<file path="src/common/socBus_settings.svh">
// address map and sizing macros for socBus, included by the blocks that decode or size memory

`ifndef SOCBUS_SETTINGS_SVH
`define SOCBUS_SETTINGS_SVH

// byte base of each device window
`define RAM_BASE       32'h00000000
`define RANDOM_BASE    32'h00005000
`define TIMER_BASE     32'h00005100

// window sizes in bytes
// every register is one 32-bit word
`define RAM_SIZE       32'h400
`define RANDOM_SIZE    32'h4
`define TIMER_SIZE     32'h10

// ram depth in words
`define RAM_WORDS      (`RAM_SIZE / 4)

// galois feedback mask for the random source
// x^32 + x^22 + x^2 + x + 1, right-shifting form
`define RANDOM_TAPS    32'h80200003

// shifts after each read
// random source stalls the bus for this many cycles
`define RANDOM_STEPS   8

// lfsr state out of reset
// must not be zero, an all-zero galois lfsr never leaves zero
`define RANDOM_SEED    32'hACE15EED

`endif

</file>
<file path="src/common/socBusPkg.sv">
// shared bus structs and enums for socBus, referenced by scoped name from every block

`default_nettype none

package socBusPkg;

    // master side transfer
    // read and write never high together
    typedef struct packed {
        logic [31:0] address;
        logic        read;
        logic        write;
        logic [31:0] writeData;
    } busRequest;

    // read return from a slave or the interconnect
    typedef struct packed {
        logic [31:0] data;
        logic        valid;
    } busResponse;

    // per-slave request after decode
    // wordAddress is relative to the slave window
    typedef struct packed {
        logic       read;
        logic       write;
        logic [7:0] wordAddress;
        logic [31:0] writeData;
    } slaveRequest;

    // decode result
    typedef enum logic [1:0] {
        selRam,
        selRandom,
        selTimer,
        selNone
    } slaveSel;

    // timer register word offsets
    typedef enum logic [1:0] {
        regCount   = 2'd0,
        regCompare = 2'd1,
        regControl = 2'd2,
        regStatus  = 2'd3
    } timerReg;

endpackage

`default_nettype wire

</file>
<file path="src/design/randomSource.sv">
// random number slave for socBus, a Galois LFSR that restirs for a few cycles after each read

`default_nettype none

`include "socBus_settings.svh"

module randomSource (
    input  logic                   clk,
    input  logic                   reset,
    input  socBusPkg::slaveRequest req,
    output socBusPkg::busResponse  resp,
    output logic                   busy
);

    localparam int stepBits = $clog2(`RANDOM_STEPS + 1);

    logic [31:0]         state;
    logic [stepBits-1:0] stepsLeft;
    logic [31:0]         readData;
    logic                readValid;

    // lfsr and restir counter
    always_ff @(posedge clk or posedge reset) begin
        if (reset) begin
            state     <= `RANDOM_SEED;
            stepsLeft <= '0;
            readValid <= 1'b0;
        end else begin
            readValid <= req.read;
            if (stepsLeft != '0) begin
                // galois step, right shift with feedback on bit 0
                state     <= (state >> 1) ^ (state[0] ? `RANDOM_TAPS : 32'h0);
                stepsLeft <= stepsLeft - 1'b1;
            end else if (req.read) begin
                stepsLeft <= stepBits'(`RANDOM_STEPS);
            end else if (req.write && (req.writeData != 32'h0)) begin
                // zero seed would lock up, so it is dropped
                state <= req.writeData;
            end
        end
    end

    // captured value for the pending read
    always_ff @(posedge clk) begin
        if (req.read) begin
            readData <= state;
        end
    end

    assign busy       = (stepsLeft != '0);
    assign resp.data  = readData;
    assign resp.valid = readValid;

endmodule

`default_nettype wire

</file>
<file path="config.mk">
export PLATFORM = sky130hd
export DESIGN_NAME = randomSource
export DESIGN_NICKNAME = d
export VERILOG_FILES = /design/src/common/socBusPkg.sv /design/src/design/randomSource.sv
export VERILOG_INCLUDE_DIRS = /design/src /design/src/common
export SDC_FILE = /design/constraint.sdc
export NUM_CORES = 1
export LEC_CHECK = 0
export ABC_CLOCK_PERIOD_IN_PS = 2700
export BUFFER_PORTS_ARGS = -buffer_cell sky130_fd_sc_hd__clkbuf_2
export CORE_MARGIN = 2
export CORE_UTILIZATION = 56
export CTS_CLUSTER_SIZE = 30
export DETAILED_ROUTE_END_ITERATION = 8
export PLACE_DENSITY_LB_ADDON = 0.05
export SLEW_MARGIN = 20
export SYNTH_ARGS = -nofsm -noshare
export SYNTH_HDL_FRONTEND = slang
export SYNTH_SLANG_ARGS = --single-unit
</file>
<file path="constraint.sdc">
create_clock -name clk -period 2.7 [get_ports clk]
set_input_delay 0.27 -clock clk [delete_from_list [all_inputs] [get_ports clk]]
set_output_delay 0.27 -clock clk [all_outputs]
set_load 0.02 [all_outputs]
</file>
==> flow_summary.json <==
{
  "p_clk_share_pct": 20.3,
  "grt_pass1_wl_um": 10600,
  "p_leak_nw": 1.36,
  "core_um2": 5070,
  "synth_edf_count": 32,
  "dr.first_iter.drc_count": 193,
  "finalSetupViolCount": 0,
  "diodes": 0,
  "crit_fanout": 31,
  "fin_crit_sh_pct": 76.2,
  "min_period_ns": 2.06,
  "drt_wl_total_um": 6250,
  "worstPathCellList": "nor4_4 > buf_4 > inv_2 > clkbuf_2",
  "status": "complete, no violations",
  "ys_seq_area_share_pct": 65.7,
  "worst_slew_pin_slew_ns": 0.555,
  "grt_pass1_vias": 2200,
  "num-fill-cells": 407,
  "ant_nets": 0,
  "nets": 359,
  "r2r_cells": 5,
  "ys_types": 24,
  "mostFrequentLayoutCell": "clkbuf_2",
  "final_layout_size_suffix_gt1_share_pct": 37.2,
  "cts-buffers-inserted": 9,
  "num_rows": 26,
  "hold_viol": 0,
  "async_flop_share_pct": 53.6,
  "dp_hpwl_um": 4220,
  "layout_common_cells": "clkbuf_2 (69), nor2_1 (61), a211oi_1 (58)",
  "syn_nets": 287,
  "comb_power_share_pct": 30.5,
  "crit-reg2reg-capture": "state[1]",
  "drc_errors": 0,
  "portBuffers": 69,
  "power_w": 0.00387,
  "clockRootBuffer": "clkbuf_8",
  "grt_antenna_before_repair": 0,
  "gp_congestion": 0.811,
  "fmax_mhz": 486,
  "grt_overflow": 0,
  "grt_setup_unrepaired": "no",
  "cp-start-kind": "flop",
  "area_delta_synth_final_pct": 21.1,
  "track_usage_pct": 23.6,
  "p_sw_w": 0.00133,
  "cts_sinks": 69,
  "cp.arrival_ns": 1.79,
  "vias": 2202,
  "post_cts_resized": 0,
  "avgSynthCellArea_um2": 12.0,
  "htreeDepth": 3,
  "clkLatencyLatePin_ns": 0.33,
  "reg2reg_setup_slack_ns": 0.72,
  "ys_ff_latch": 69,
  "seqCellArea_um2": 1910,
  "end_kind": "output port",
  "netSwitchingFraction_pct": 34.4,
  "internal_power_w": 0.00254,
  "finClkSkew_ns": 0.00887,
  "hp-class": "primary input to async pin",
  "fin_util_pct": 69.4,
  "initial_core_util_pct": 57.3,
  "synth-main-ff-cell": "edfxtp_1",
  "dr.pass1.iters": 4,
  "synth_cells": 243,
  "die_y_um": 76.1,
  "vias_per_cell": 5.65,
  "max_cap_viol_count": 0,
  "setup_tns_ns": 0,
  "ir_worst_vdd_v": 0.000880,
  "critPathKind": "flop to output port",
  "slowest_delay_ns": 0.45,
  "ys_warn_count": 0,
  "pwr_density_cell_nw_per_um2": 1100,
  "postCtsSetupRepairBufs": 0,
  "clk_pin_slew_ns": 0.07,
  "maxSlewViolCount": 0,
  "die_area_um2": 5790,
  "multi_input_area_um2": 901,
  "cp.required_ns": 2.43,
  "critPathBufInv": 3,
  "clk_path_buf_depth": 2,
  "grt_max_degree": 38,
  "cp_top_family": "buffers and inverters",
  "num_io_pins": 78,
  "r2r-start": "stepsLeft[0]",
  "tritoncts": "built",
  "ctsHoldBuffers": 0,
  "wl_per_cell_um": 16.0,
  "cp_slowest_cell": "dfrtp_1",
  "die_width_um": 76.1,
  "synth_area_um2": 2910,
  "relSlewSlack_pct": 62.9,
  "pwr-share-seq_pct": 49.2
}
==> worst reg2reg max path: cells and delay by family (launching register included) <==
family                 cells  cell delay, ns
AO/OA/AOI/OAI              1            0.30
buffers and inverters      1            0.33
flip-flops                 1            0.45
multiplexers               1            0.38
AND/OR/NAND/NOR            2            0.40
==> layer usage <==
| layer | track usage, % | routed length (um) | part of all wire [%] |
|---|---|---|---|
| met5 | 0 | 0 | 0 |
| met3 | 4.74 | 350 | 5.6 |
| met1 | 33.1 | 2800 | 45 |
| met2 | 34.9 | 3020 | 48 |
| met4 | 13.1 | 88 | 1.4 |
==> cells by family (layout without fill, tap and decap cells) <==
group / count (synthesis) / in the layout / share of synthesized area [%]
flops: 69 / 69 / 65.7
xor+xnor: 3 / 3 / 0.904
compound gates: 64 / 64 / 16.2
buf+inv: 22 / 99 / 3.31
mux: 4 / 4 / 1.55
simple gates: 81 / 81 / 12.3
==> stage by stage <==
stage | hold slack [ns] | setup WS [ns] | instance area [um2] | instances
detailed placement | 0.393 | 0.607 | 3340 | 374
global route | 0.0846 | 0.546 | 3520 | 390
CTS | 0.0322 | 0.625 | 3520 | 390
global placement | 0.394 | 0.681 | 3340 | 374
floorplan | 0.301 | 1.00 | 2910 | 243
finish | 0.0243 | 0.642 | 3520 | 390
==> Yosys cell counts, types with 3 or more instances <==
library cell,number,area [um2]
nor2_1,61,229
a211oi_1,58,435
edfxtp_1,32,961
dfstp_2,19,499
dfrtp_1,18,450
clkbuf_1,9,33.8
buf_2,8,40.0
nor4_1,8,50.1
nand2_1,5,18.8
mux2_2,4,45.0
o21ai_0,4,20.0
xnor2_1,3,26.3
==> final cells by class <==
class	count	area share, %
Sequential cell	69	54.2
Multi-Input combinational cell	152	25.6
Clock buffer	11	3.73
Inverter	3	0.320
Clock inverter	5	1.49
Timing Repair Buffer	80	12.1
Tap cell	70	2.49
==> flip-flops by register name (all words and copies together) (netlist names) <==
register,count
readData,32
readValid,1
state,32
stepsLeft,4
==> how the worst max path moves through the flow <==
stage	from	end	slack (ns)	cells past startpoint
6_report	stepsLeft[0]	busy	0.64	4
4_1_cts	stepsLeft[0]	busy	0.63	4
3_3_place_gp	req[30]	state[17]	0.68	6
3_5_place_dp	req[30]	state[10]	0.61	6
5_1_grt	stepsLeft[0]	busy	0.55	4
2_1_floorplan	stepsLeft[0]	state[25]	1.00	6
==> power groups by stage <==
stage	sequential, W	clock (W)	combinational (W)
floorplan	0.00202	0	0.000709
global placement	0.00191	0	0.00116
detailed placement	0.00192	0	0.00118
CTS	0.00190	0.000799	0.00120
global route	0.00195	0.000841	0.00132
finish	0.00190	0.000786	0.00118
(Power assumes the default switching activity.)
