[config.mk]
export PLATFORM = sky130hd
export DESIGN_NAME = tickTimer
export DESIGN_NICKNAME = d
export VERILOG_FILES = /design/src/common/socBus_settings.svh /design/src/common/socBusPkg.sv /design/src/design/tickTimer.sv
export SDC_FILE = /design/constraint.sdc
export NUM_CORES = 1
export LEC_CHECK = 0
export BUFFER_PORTS_ARGS = -buffer_cell sky130_fd_sc_hd__buf_2
export CAP_MARGIN = 0
export CORE_UTILIZATION = 52
export DETAILED_ROUTE_END_ITERATION = 8
export HOLD_SLACK_MARGIN = 0.1
export PLACE_DENSITY_LB_ADDON = 0.2
export SLEW_MARGIN = 5
export SYNTH_ARGS = -nofsm -noshare
export SYNTH_HDL_FRONTEND = slang
export SYNTH_SLANG_ARGS = --single-unit
[constraint.sdc]
create_clock -name clk -period 1.9 [get_ports clk]
set_input_delay 0.19 -clock clk [delete_from_list [all_inputs] [get_ports clk]]
set_output_delay 0.19 -clock clk [all_outputs]
set_load 0.02 [all_outputs]
[src/common/socBus_settings.svh]
// address map and sizing macros for socBus, included by the blocks that decode or size memory

`ifndef SOCBUS_SETTINGS_SVH
`define SOCBUS_SETTINGS_SVH

// byte base of each device window
`define RAM_BASE       32'h00000000
`define RANDOM_BASE    32'h00005000
`define TIMER_BASE     32'h00005100

// window sizes in bytes
// every register is one 32-bit word
`define RAM_SIZE       32'h400
`define RANDOM_SIZE    32'h4
`define TIMER_SIZE     32'h10

// ram depth in words
`define RAM_WORDS      (`RAM_SIZE / 4)

// galois feedback mask for the random source
// x^32 + x^22 + x^2 + x + 1, right-shifting form
`define RANDOM_TAPS    32'h80200003

// shifts after each read
// random source stalls the bus for this many cycles
`define RANDOM_STEPS   8

// lfsr state out of reset
// must not be zero, an all-zero galois lfsr never leaves zero
`define RANDOM_SEED    32'hACE15EED

`endif

[src/common/socBusPkg.sv]
// shared bus structs and enums for socBus, referenced by scoped name from every block

`default_nettype none

package socBusPkg;

    // master side transfer
    // read and write never high together
    typedef struct packed {
        logic [31:0] address;
        logic        read;
        logic        write;
        logic [31:0] writeData;
    } busRequest;

    // read return from a slave or the interconnect
    typedef struct packed {
        logic [31:0] data;
        logic        valid;
    } busResponse;

    // per-slave request after decode
    // wordAddress is relative to the slave window
    typedef struct packed {
        logic       read;
        logic       write;
        logic [7:0] wordAddress;
        logic [31:0] writeData;
    } slaveRequest;

    // decode result
    typedef enum logic [1:0] {
        selRam,
        selRandom,
        selTimer,
        selNone
    } slaveSel;

    // timer register word offsets
    typedef enum logic [1:0] {
        regCount   = 2'd0,
        regCompare = 2'd1,
        regControl = 2'd2,
        regStatus  = 2'd3
    } timerReg;

endpackage

`default_nettype wire

[src/design/tickTimer.sv]
// compare-match timer slave for socBus with four registers and a sticky match interrupt

`default_nettype none

module tickTimer (
    input  logic                   clk,
    input  logic                   reset,
    input  socBusPkg::slaveRequest req,
    output socBusPkg::busResponse  resp,
    output logic                   irq
);

    socBusPkg::timerReg regSel;
    logic [31:0]        count;
    logic [31:0]        compare;
    logic               enable;
    logic               autoReload;
    logic               matchFlag;
    logic               match;
    logic [31:0]        regValue;
    logic [31:0]        readData;
    logic               readValid;

    // register select from the low word address bits
    assign regSel = socBusPkg::timerReg'(req.wordAddress[1:0]);

    // match only counts while running
    assign match = enable && (count == compare);

    // counter, control and flag
    always_ff @(posedge clk or posedge reset) begin
        if (reset) begin
            count      <= 32'h0;
            compare    <= 32'h0;
            enable     <= 1'b0;
            autoReload <= 1'b0;
            matchFlag  <= 1'b0;
        end else begin
            // free run
            if (match && autoReload) begin
                count <= 32'h0;
            end else if (enable) begin
                count <= count + 32'h1;
            end

            // bus writes override the count update
            if (req.write) begin
                case (regSel)
                    socBusPkg::regCount: begin
                        count <= req.writeData;
                    end
                    socBusPkg::regCompare: begin
                        compare <= req.writeData;
                    end
                    socBusPkg::regControl: begin
                        enable     <= req.writeData[0];
                        autoReload <= req.writeData[1];
                    end
                    socBusPkg::regStatus: begin
                        // write one to clear
                        if (req.writeData[0]) begin
                            matchFlag <= 1'b0;
                        end
                    end
                    default: begin
                    end
                endcase
            end

            // a new match beats a clear in the same cycle
            if (match) begin
                matchFlag <= 1'b1;
            end
        end
    end

    // read mux
    always_comb begin
        case (regSel)
            socBusPkg::regCount:   regValue = count;
            socBusPkg::regCompare: regValue = compare;
            socBusPkg::regControl: regValue = {30'h0, autoReload, enable};
            default:               regValue = {31'h0, matchFlag};
        endcase
    end

    // read data, registered
    always_ff @(posedge clk) begin
        if (req.read) begin
            readData <= regValue;
        end
    end

    always_ff @(posedge clk or posedge reset) begin
        if (reset) begin
            readValid <= 1'b0;
        end else begin
            readValid <= req.read;
        end
    end

    assign resp.data  = readData;
    assign resp.valid = readValid;
    assign irq        = matchFlag;

endmodule

`default_nettype wire

==> flow_metrics.tcl <==
set metrics [dict create \
    yosysTopAreaCellShare_pct 32.99 \
    r2r_start "count[1]" \
    synth-edff-count 32 \
    overflow 0 \
    min_path_type "in2reg" \
    synthesis.nets 502 \
    critPathLaunch "count[1]" \
    outcome "finished, violations left" \
    final_util_pct 74.64 \
    violations "negative setup slack" \
    area_delta_synth_final_pct 36.24 \
    clock-sinks 100 \
    antenna_found_initial 0 \
    wl_um 13290 \
    track_usage_pct 26.91 \
    postSynth.asyncResetShare_pct 68.00 \
    holdWs_ns 0.1620 \
    num_rows 35 \
    vdd_ir_drop_max_mv 0.5398 \
    hp-start "req[40]" \
    core_area_um2 9415 \
    synth_area_leaders "dfrtp_1 33%, edfxtp_1 19%, mux2_2 7.4%" \
    drt-initial-drc-count 209 \
    clockPowerShare_pct 24.1 \
    swShare_pct 31.75 \
    first_pass_iters 4 \
    yosysWarnings 0 \
    cp.arrival_ns 2.33 \
    dp_cells 684 \
    grt_max_degree 69 \
    postRouteAntennaNets 0 \
    start_util_pct 54.79 \
    tightest_slew_ns 0.4728 \
    maxSlewViolCount 0 \
    internal-power_uw 4601 \
    p_per_area_nw_per_um2 959.2 \
    ios 78 \
    setup_viol 32 \
    dp_hpwl_um 8512 \
    required_ns 2.15 \
    synth_top_cell_by_area "dfrtp_1" \
    p_leak_uw 0.003018 \
    vias 4130 \
    die_w_um 101.6 \
    syn_avg_cell_area_um2 11.29 \
    clkSlewWorstSetupHoldPaths_ns 0.10 \
    drive_gt1_share_pct 39.55 \
    fin_worst_skew_ns 0.008564 \
    min_period_ns 2.080 \
    crit_path_end_kind "flip-flop" \
    htreeDepth 3 \
    cts.path.max_buffers 2 \
    most-common-layout-cells "71 x buf_2, 64 x dfrtp_1, 61 x buf_4" \
    relSlewSlack_pct 68.48 \
    nNetsFinal 657 \
    cts_tree "yes" \
    instances_no_fill 746 \
    max_freq_mhz 480.8 \
    slowest_stage "dfrtp_1" \
    dieArea_um2 10320 \
    rrSetupSlack_ns -0.18 \
    combPwrFrac_pct 32.3 \
    slowest_delay_ns 0.40 \
    via_per_inst 5.536 \
    cp_top_family "simple AND/OR/NAND/NOR gates" \
    grt_pass1_wl_um 20670 \
    ys_seq_elements 100 \
    startpoint_type "flip-flop" \
    critPathKind "reg2reg" \
    syn_inst 457 \
    post-route-period-util_pct 109.5 \
    final_area_um2 7028 \
    crit_chain "buf_6 -> xor2_4 -> nor4_4 -> nand4_1 -> nor4_4 -> buf_6 -> buf_12 -> o31ai_1" \
    syn-cell-area_um2 5159 \
    synthDistinctLibCells 41 \
    hold_violations 0 \
    clkLatencyLatePin_ns 0.37 \
    critPathBufInv 3 \
    cts_inserted_buffers 9 \
    rsz0062_at_grt "yes" \
    wl_per_cell_um 17.81 \
    n_antenna_cell 0 \
    grt_pass1_vias 4165 \
    place_area_um2 6063 \
    switchingPower_uw 2140 \
    critical_path.max_fanout 8 \
    io_buffers 71 \
    sequentialPowerShare_pct 43.6 \
    gp_congestion 0.8803 \
    ys_seq_area_share_pct 51.61 \
    pre_cts_slack_ns -0.2373 \
    drc 0 \
    die_y_um 101.6 \
    ys.flop_type "dfrtp_1" \
    final_common_cell "buf_2" \
    setup_ws_ns -0.1797 \
    cts_root_buf "clkbuf_8" \
    fill_cells 649 \
    max_cap_viol_count 0 \
]
[power by group through the flow]
stage | sequential [uW] | clock [uW] | combinational (uW)
after global placement | 2940 | 0 | 1780
after CTS | 2920 | 1630 | 1990
final | 2940 | 1630 | 2170
after global routing | 2990 | 1700 | 2330
after floorplan | 3010 | 0 | 1000
after detailed placement | 2970 | 0 | 1830
[final timing paths]
kind | endpoint | depth (start not counted)
setup / recovery | count[8] | 8
hold / removal | irq | 3
setup reg to reg | count[8] | 8
hold reg to reg | irq | 1
max in group asynchronous | count[7] | 4
min in group asynchronous | compare[21] | 4
[flip-flops by register name, indices dropped and copies added (netlist names)]
register    count
irq             1
enable          1
readData       32
compare        32
count          32
autoReload      1
readValid       1
[cell type report]
type | instances | area (um^2) | area share [%]
flip-flops and latches | 100 | 2668 | 37.96
multi-input cells | 307 | 2505 | 35.64
repair buffers | 181 | 1403 | 19.96
well taps | 129 | 161.4 | 2.297
clock buffers | 9 | 123.9 | 1.763
clock inverters | 7 | 115.1 | 1.638
inverters | 13 | 52.55 | 0.7477
[per-stage QoR]
step                setup TNS, ns  power [uW]
floorplan                -0.05779        4011
global placement           -6.183        4718
detailed placement         -7.031        4793
CTS                        -4.411        6548
global route               -6.717        7025
finish                     -4.467        6741
[tightest hold or removal path, delay by kind of cell]
kind | cells | cell delay (ns)
buffers and inverters | 1 | 0.12
AOI/OAI and AO/OA | 1 | 0.11
and+or+nand+nor | 1 | 0.08
[cell usage after synthesis, drive strengths merged, types with 4 or more instances]
cell type,number
buf,14
clkbuf,23
dfrtp,68
edfxtp,32
inv,13
mux2,34
mux2i,32
nand2,43
nand2b,5
nand3,8
nand4,12
nor2,37
nor2b,4
nor3,13
nor4,11
o31ai,32
xnor2,28
xor2,26
[what timing repair did]
| item | CTS | global route |
|---|---|---|
| gates resized for setup | 21 | 39 |
| buffers inserted | 8 | 4 |
| endpoints found under the hold margin | 132 | 0 |
| cloned | 2 | 1 |
| pin swaps | 9 | 11 |
| hold buffers | 33 | 0 |
| endpoints found under the setup margin | 33 | 33 |
[per-layer routing]
layer / global-route usage (%) / share of wire (%) / up-vias
met1: 36.74 / 45 / 2052
met3: 4.210 / 4.6 / 28
met4: 10.14 / 2.4 / 0
li1: - / - / 1921
met2: 43.40 / 48 / 129
met5: 0 / 0 / -
[kinds of logic (layout without fill, tap and decap cells)]
family                     after synthesis  count (layout)  share of synthesized area, %
DFF                                    100             100                         51.61
muxes                                   67              67                         14.07
xor gates and xnor gates                54              54                         9.168
and+or+nand+nor                        145             145                         14.87
buffers and inverters                   50             210                         4.171
AOI/OAI and AO/OA                       40              40                         5.870
adders and majority gates                1               1                        0.2425
No activity file was read; power rests on OpenSTA's default activity.
