<file path="src/common/socBus_settings.svh">
// address map and sizing macros for socBus, included by the blocks that decode or size memory

`ifndef SOCBUS_SETTINGS_SVH
`define SOCBUS_SETTINGS_SVH

// byte base of each device window
`define RAM_BASE       32'h00000000
`define RANDOM_BASE    32'h00005000
`define TIMER_BASE     32'h00005100

// window sizes in bytes
// every register is one 32-bit word
`define RAM_SIZE       32'h400
`define RANDOM_SIZE    32'h4
`define TIMER_SIZE     32'h10

// ram depth in words
`define RAM_WORDS      (`RAM_SIZE / 4)

// galois feedback mask for the random source
// x^32 + x^22 + x^2 + x + 1, right-shifting form
`define RANDOM_TAPS    32'h80200003

// shifts after each read
// random source stalls the bus for this many cycles
`define RANDOM_STEPS   8

// lfsr state out of reset
// must not be zero, an all-zero galois lfsr never leaves zero
`define RANDOM_SEED    32'hACE15EED

`endif

</file>
<file path="src/common/socBusPkg.sv">
// shared bus structs and enums for socBus, referenced by scoped name from every block

`default_nettype none

package socBusPkg;

    // master side transfer
    // read and write never high together
    typedef struct packed {
        logic [31:0] address;
        logic        read;
        logic        write;
        logic [31:0] writeData;
    } busRequest;

    // read return from a slave or the interconnect
    typedef struct packed {
        logic [31:0] data;
        logic        valid;
    } busResponse;

    // per-slave request after decode
    // wordAddress is relative to the slave window
    typedef struct packed {
        logic       read;
        logic       write;
        logic [7:0] wordAddress;
        logic [31:0] writeData;
    } slaveRequest;

    // decode result
    typedef enum logic [1:0] {
        selRam,
        selRandom,
        selTimer,
        selNone
    } slaveSel;

    // timer register word offsets
    typedef enum logic [1:0] {
        regCount   = 2'd0,
        regCompare = 2'd1,
        regControl = 2'd2,
        regStatus  = 2'd3
    } timerReg;

endpackage

`default_nettype wire

</file>
<file path="src/interconnect/socInterconnect.sv">
// address decoder and read data return for socBus, sits between the master and the three slaves

`default_nettype none

`include "socBus_settings.svh"

module socInterconnect (
    input  logic                   clk,
    input  logic                   reset,
    input  socBusPkg::busRequest   hostReq,
    output logic                   waitRequest,
    output socBusPkg::busResponse  hostResp,
    output socBusPkg::slaveRequest ramReq,
    output socBusPkg::slaveRequest randomReq,
    output socBusPkg::slaveRequest timerReq,
    input  socBusPkg::busResponse  ramResp,
    input  socBusPkg::busResponse  randomResp,
    input  socBusPkg::busResponse  timerResp,
    input  logic                   randomBusy
);

    socBusPkg::slaveSel sel;
    logic [31:0]        windowBase;
    logic [31:0]        offset;
    logic [7:0]         wordAddress;
    logic               readGo;
    logic               writeGo;
    logic               noneValid;
    logic [3:0]         validBus;

    // request for one slave, strobes only when it is the decoded target
    function automatic socBusPkg::slaveRequest makeRequest(input socBusPkg::slaveSel target);
        socBusPkg::slaveRequest r;
        r.read        = readGo && (sel == target);
        r.write       = writeGo && (sel == target);
        r.wordAddress = wordAddress;
        r.writeData   = hostReq.writeData;
        return r;
    endfunction

    // address map
    always_comb begin
        sel        = socBusPkg::selNone;
        windowBase = 32'h0;
        if ((hostReq.address >= `RAM_BASE) &&
            (hostReq.address <= (`RAM_BASE + (`RAM_SIZE - 1)))) begin
            sel        = socBusPkg::selRam;
            windowBase = `RAM_BASE;
        end
        if ((hostReq.address >= `RANDOM_BASE) &&
            (hostReq.address <= (`RANDOM_BASE + (`RANDOM_SIZE - 1)))) begin
            sel        = socBusPkg::selRandom;
            windowBase = `RANDOM_BASE;
        end
        if ((hostReq.address >= `TIMER_BASE) &&
            (hostReq.address <= (`TIMER_BASE + (`TIMER_SIZE - 1)))) begin
            sel        = socBusPkg::selTimer;
            windowBase = `TIMER_BASE;
        end
    end

    // word offset inside the selected window
    // the ram window is the widest at 256 words, so 8 bits covers all
    assign offset      = hostReq.address - windowBase;
    assign wordAddress = offset[9:2];

    // only the random source can stall
    assign waitRequest = (sel == socBusPkg::selRandom) && randomBusy;

    // accepted transfer this edge
    assign readGo  = hostReq.read && !waitRequest;
    assign writeGo = hostReq.write && !waitRequest;

    assign ramReq    = makeRequest(socBusPkg::selRam);
    assign randomReq = makeRequest(socBusPkg::selRandom);
    assign timerReq  = makeRequest(socBusPkg::selTimer);

    // unmapped read responder
    // answers one cycle later, same as any slave
    always_ff @(posedge clk or posedge reset) begin
        if (reset) begin
            noneValid <= 1'b0;
        end else begin
            noneValid <= readGo && (sel == socBusPkg::selNone);
        end
    end

    // return data selector
    always_comb begin
        validBus = {ramResp.valid, randomResp.valid, timerResp.valid, noneValid};
        case (validBus)
            4'b1000: hostResp.data = ramResp.data;
            4'b0100: hostResp.data = randomResp.data;
            4'b0010: hostResp.data = timerResp.data;
            // unmapped, or a collision, reads as zero
            default: hostResp.data = 32'h0;
        endcase
        hostResp.valid = |validBus;
    end

endmodule

`default_nettype wire

</file>
<file path="config.mk">
export PLATFORM = sky130hd
export DESIGN_NAME = socInterconnect
export DESIGN_NICKNAME = d
export VERILOG_FILES = /design/src/common/socBusPkg.sv /design/src/interconnect/socInterconnect.sv
export VERILOG_INCLUDE_DIRS = /design/src /design/src/common
export SDC_FILE = /design/constraint.sdc
export NUM_CORES = 1
export LEC_CHECK = 0
export ABC_AREA = 0
export BUFFER_PORTS_ARGS = -buffer_cell sky130_fd_sc_hd__buf_4
export CORE_AREA = 2 2 127 129
export CTS_CLUSTER_DIAMETER = 200
export DETAILED_ROUTE_END_ITERATION = 6
export DIE_AREA = 0 0 129 131
export PLACE_DENSITY = 0.4
export RECOVER_POWER = 25
export SYNTH_ARGS = -nofsm -noshare
export SYNTH_HDL_FRONTEND = slang
export SYNTH_SLANG_ARGS = --single-unit
</file>
<file path="constraint.sdc">
create_clock -name clk -period 3.8 [get_ports clk]
set_input_delay 1.14 -clock clk [delete_from_list [all_inputs] [get_ports clk]]
set_output_delay 1.14 -clock clk [all_outputs]
set_load 0.005 [all_outputs]
</file>
==> flow_metrics.env <==
export IMPL_largest_reg_flops=1
export IMPL_finalNetCount=491
export IMPL_arrival_ns=2.77
export IMPL_synth_fp_nets=405
export IMPL_ctsHoldBuffers=0
export IMPL_outcome="complete, but fails checks"
export IMPL_tightest_slew_ns=0.421
export IMPL_syn_to_final_growth_pct=65.6
export IMPL_synth_seq_area_share_pct=1.48
export IMPL_p_sw_uw=73.7
export IMPL_drive_gt1_share_pct=71.6
export IMPL_setup_viol=6
export IMPL_seqPwrFrac_pct=5.2
export IMPL_critPathKind="input pin to output port"
export IMPL_grt_first_pass_wirelength_um=9110
export IMPL_grt_overflow=0
export IMPL_track_usage_pct=6.63
export IMPL_synthSimpleGateAreaFrac_pct=12.8
export IMPL_path_common_cell="buf_6"
export IMPL_portBuffers=197
export IMPL_hold_violations=0
export IMPL_drt_iter0_drc=99
export IMPL_ant_nets=0
export IMPL_globalplace_congestion=0.670
export IMPL_p_int_uw=162
export IMPL_setup_ws_ns=-0.110
export IMPL_synthAdderAreaFrac_pct=0.742
export IMPL_relSlewSlack_pct=71.9
export IMPL_synth_warnings=0
export IMPL_critical_path_endpoint="ramReq[39]"
export IMPL_netSwitchingFraction_pct=31.3
export IMPL_synth_area_leaders="buf_4 (53%), a222oi_1 (19%), inv_1 (8.0%)"
export IMPL_synth_top_family_by_area="buffers and inverters"
export IMPL_grt_met2_usage_pct=11.8
export IMPL_avgSynthCellArea_um2=7.15
export IMPL_ys_dominant_reg_cell="dfrtp_1"
export IMPL_dr_total_vias=1991
export IMPL_synth_largest_area_cell="buf_4"
export IMPL_antenna_found_initial=0
export IMPL_leakage_uw=0.00154
export IMPL_drt_pass1_iterations=6
export IMPL_violations="negative setup slack"
export IMPL_synth_compound_area_share_pct=22.0
export IMPL_critical_path_required_ns=2.66
export IMPL_antenna_diode_count=0
export IMPL_regMostFlops="noneValid"
export IMPL_pwr_share_clk_pct=0
export IMPL_grt_max_degree=32
export IMPL_syn_inst=236
export IMPL_synthXorXnorAreaFrac_pct=0.519
export IMPL_drc=0
export IMPL_synth_seq_cells=1
export IMPL_die_h_um=131
export IMPL_wl_um=6970
export IMPL_min_path_type="input pin to async pin"
export IMPL_slowest_delay_ns=0.52
export IMPL_grtUsageMet3_pct=3.42
export IMPL_peakVddDrop_uv=31.8
export IMPL_clock_fmax_ghz=0.256
export IMPL_rsz0062_at_grt="yes"
export IMPL_power_uw=236
export IMPL_via_per_inst=3.71
export IMPL_maxCapViolCount=0
export IMPL_dpl_cell_area_mm2=0.00266
export IMPL_powerDensity_mw_per_mm2=84.4
export IMPL_ios=328
export IMPL_clkTransAtPathRegs_ns=0
export IMPL_num_fill_cells=1751
export IMPL_die_w_um=129
export IMPL_crit_chain="buf_6, or4_4, buf_4, a32oi_2, and2_4, ha_4, xor2_4, buf_6"
export IMPL_worstPathMaxFanout=3
export IMPL_period_share_pct=103
export IMPL_synth_distinct_cells=29
export IMPL_top_regs="noneValid (1)"
export IMPL_core_mm2=0.0156
export IMPL_tns_ns=-0.580
export IMPL_netlist_area_leader_share_pct=52.5
export IMPL_core_rowCount=46
export IMPL_cp_end_kind="output port"
export IMPL_grt_use_met1_pct=7.59
export IMPL_synth_edff_count=0
export IMPL_pwr_share_comb_pct=94.8
export IMPL_worstSetupStartpoint="hostReq[39]"
export IMPL_grt_busiest_layer="met2"
export IMPL_netlist_area_mm2=0.00169
export IMPL_slew_viol_final=0
export IMPL_start_kind="input pin"
export IMPL_dp_hpwl_um=5930
export IMPL_synth_area_mux_share_pct=0
export IMPL_period_needed_ns=3.91
export IMPL_async_reset_ff_share_pct=100
export IMPL_critical_path_slowest_cell="or4_4"
export IMPL_die_area_mm2=0.0169
export IMPL_initial_core_util_pct=10.8
export IMPL_final_cell_area_mm2=0.00279
export IMPL_wl_per_cell_um=13.0
export IMPL_first_global_vias=1779
[stage by stage]
stage	utilization [%]	hold WS [ns]	setup slack, ns	std cells
floorplan	-	0.869	0.0124	236
global placement	17.1	0.986	-0.281	532
detailed placement	17.1	0.987	-0.356	532
CTS	17.8	0.987	-0.202	536
global route	17.9	0.995	-0.201	536
finish	17.9	0.985	-0.110	536
[synth_stat cells (2+ instances only)]
master    count
and3_1        2
buf_4       118
a222oi_1     32
o21ai_0       3
nor2_1        3
nor4b_1       3
inv_1        36
nand2_1       3
clkbuf_1      9
nor4_1        5
nor3b_1       2
and2_1        3
[cell families after synthesis]
family	Yosys count
flops	1
compound gates	39
xor+xnor	1
fa+ha+maj	1
buf+inv	163
simple gates	31
[per-layer routing]
| metal | wire (um) | up-vias |
|---|---|---|
| met5 | 0 | - |
| met4 | 0 | 0 |
| met3 | 1150 | 0 |
| met2 | 3280 | 208 |
| met1 | 2540 | 890 |
| li1 | - | 893 |
[worst max-delay path: cells and delay by family]
family / cells / cell delay [ns]
simple gates: 2 / 0.70
xor+xnor: 1 / 0.21
buf+inv: 3 / 0.37
fa+ha+maj: 1 / 0.15
compound gates: 1 / 0.19
[cell type report]
class                      count  area [um2]  area share [%]
inverter                      36         138            4.93
timing repair buffer         211        1660            59.5
sequential                     1        25.0           0.896
multi-input combinational     72         697            25.0
tap                          216         270            9.68
[cells in the final DEF (no fill, tap or decap), drive strengths merged, types with 3 or more instances in the layout]
cell	count
nor4b	3
inv	36
nor2	3
and2	3
buf	210
nand2	3
nor4	6
a222oi	32
and3	3
o21ai	3
[how the worst min path moves through the flow]
stage                                      to  slack, ns  cells after the start
after floorplan           noneValid$_DFF_PP0_       0.87                      1
final                     noneValid$_DFF_PP0_       0.98                      2
after global routing      noneValid$_DFF_PP0_       0.99                      2
after CTS                 noneValid$_DFF_PP0_       0.99                      2
after detailed placement  noneValid$_DFF_PP0_       0.99                      2
after global placement    noneValid$_DFF_PP0_       0.99                      2
[power by group through the flow]
stage          sequential, uW  combinational (uW)  clock, uW
2_1_floorplan            11.8                 139          0
3_3_place_gp             12.2                 216          0
3_5_place_dp             12.2                 216          0
4_1_cts                  12.2                 225          0
5_1_grt                  12.3                 241          0
6_report                 12.2                 224          0
[what timing repair did]
| item | 4_1_cts | 5_1_grt |
|---|---|---|
| pin swaps | 11 | 5 |
| setup endpoints to repair | 9 | 11 |
| setup buffers | 4 | 1 |
| gates resized for setup | 17 | 6 |
Power figures use the tool's default switching activity.
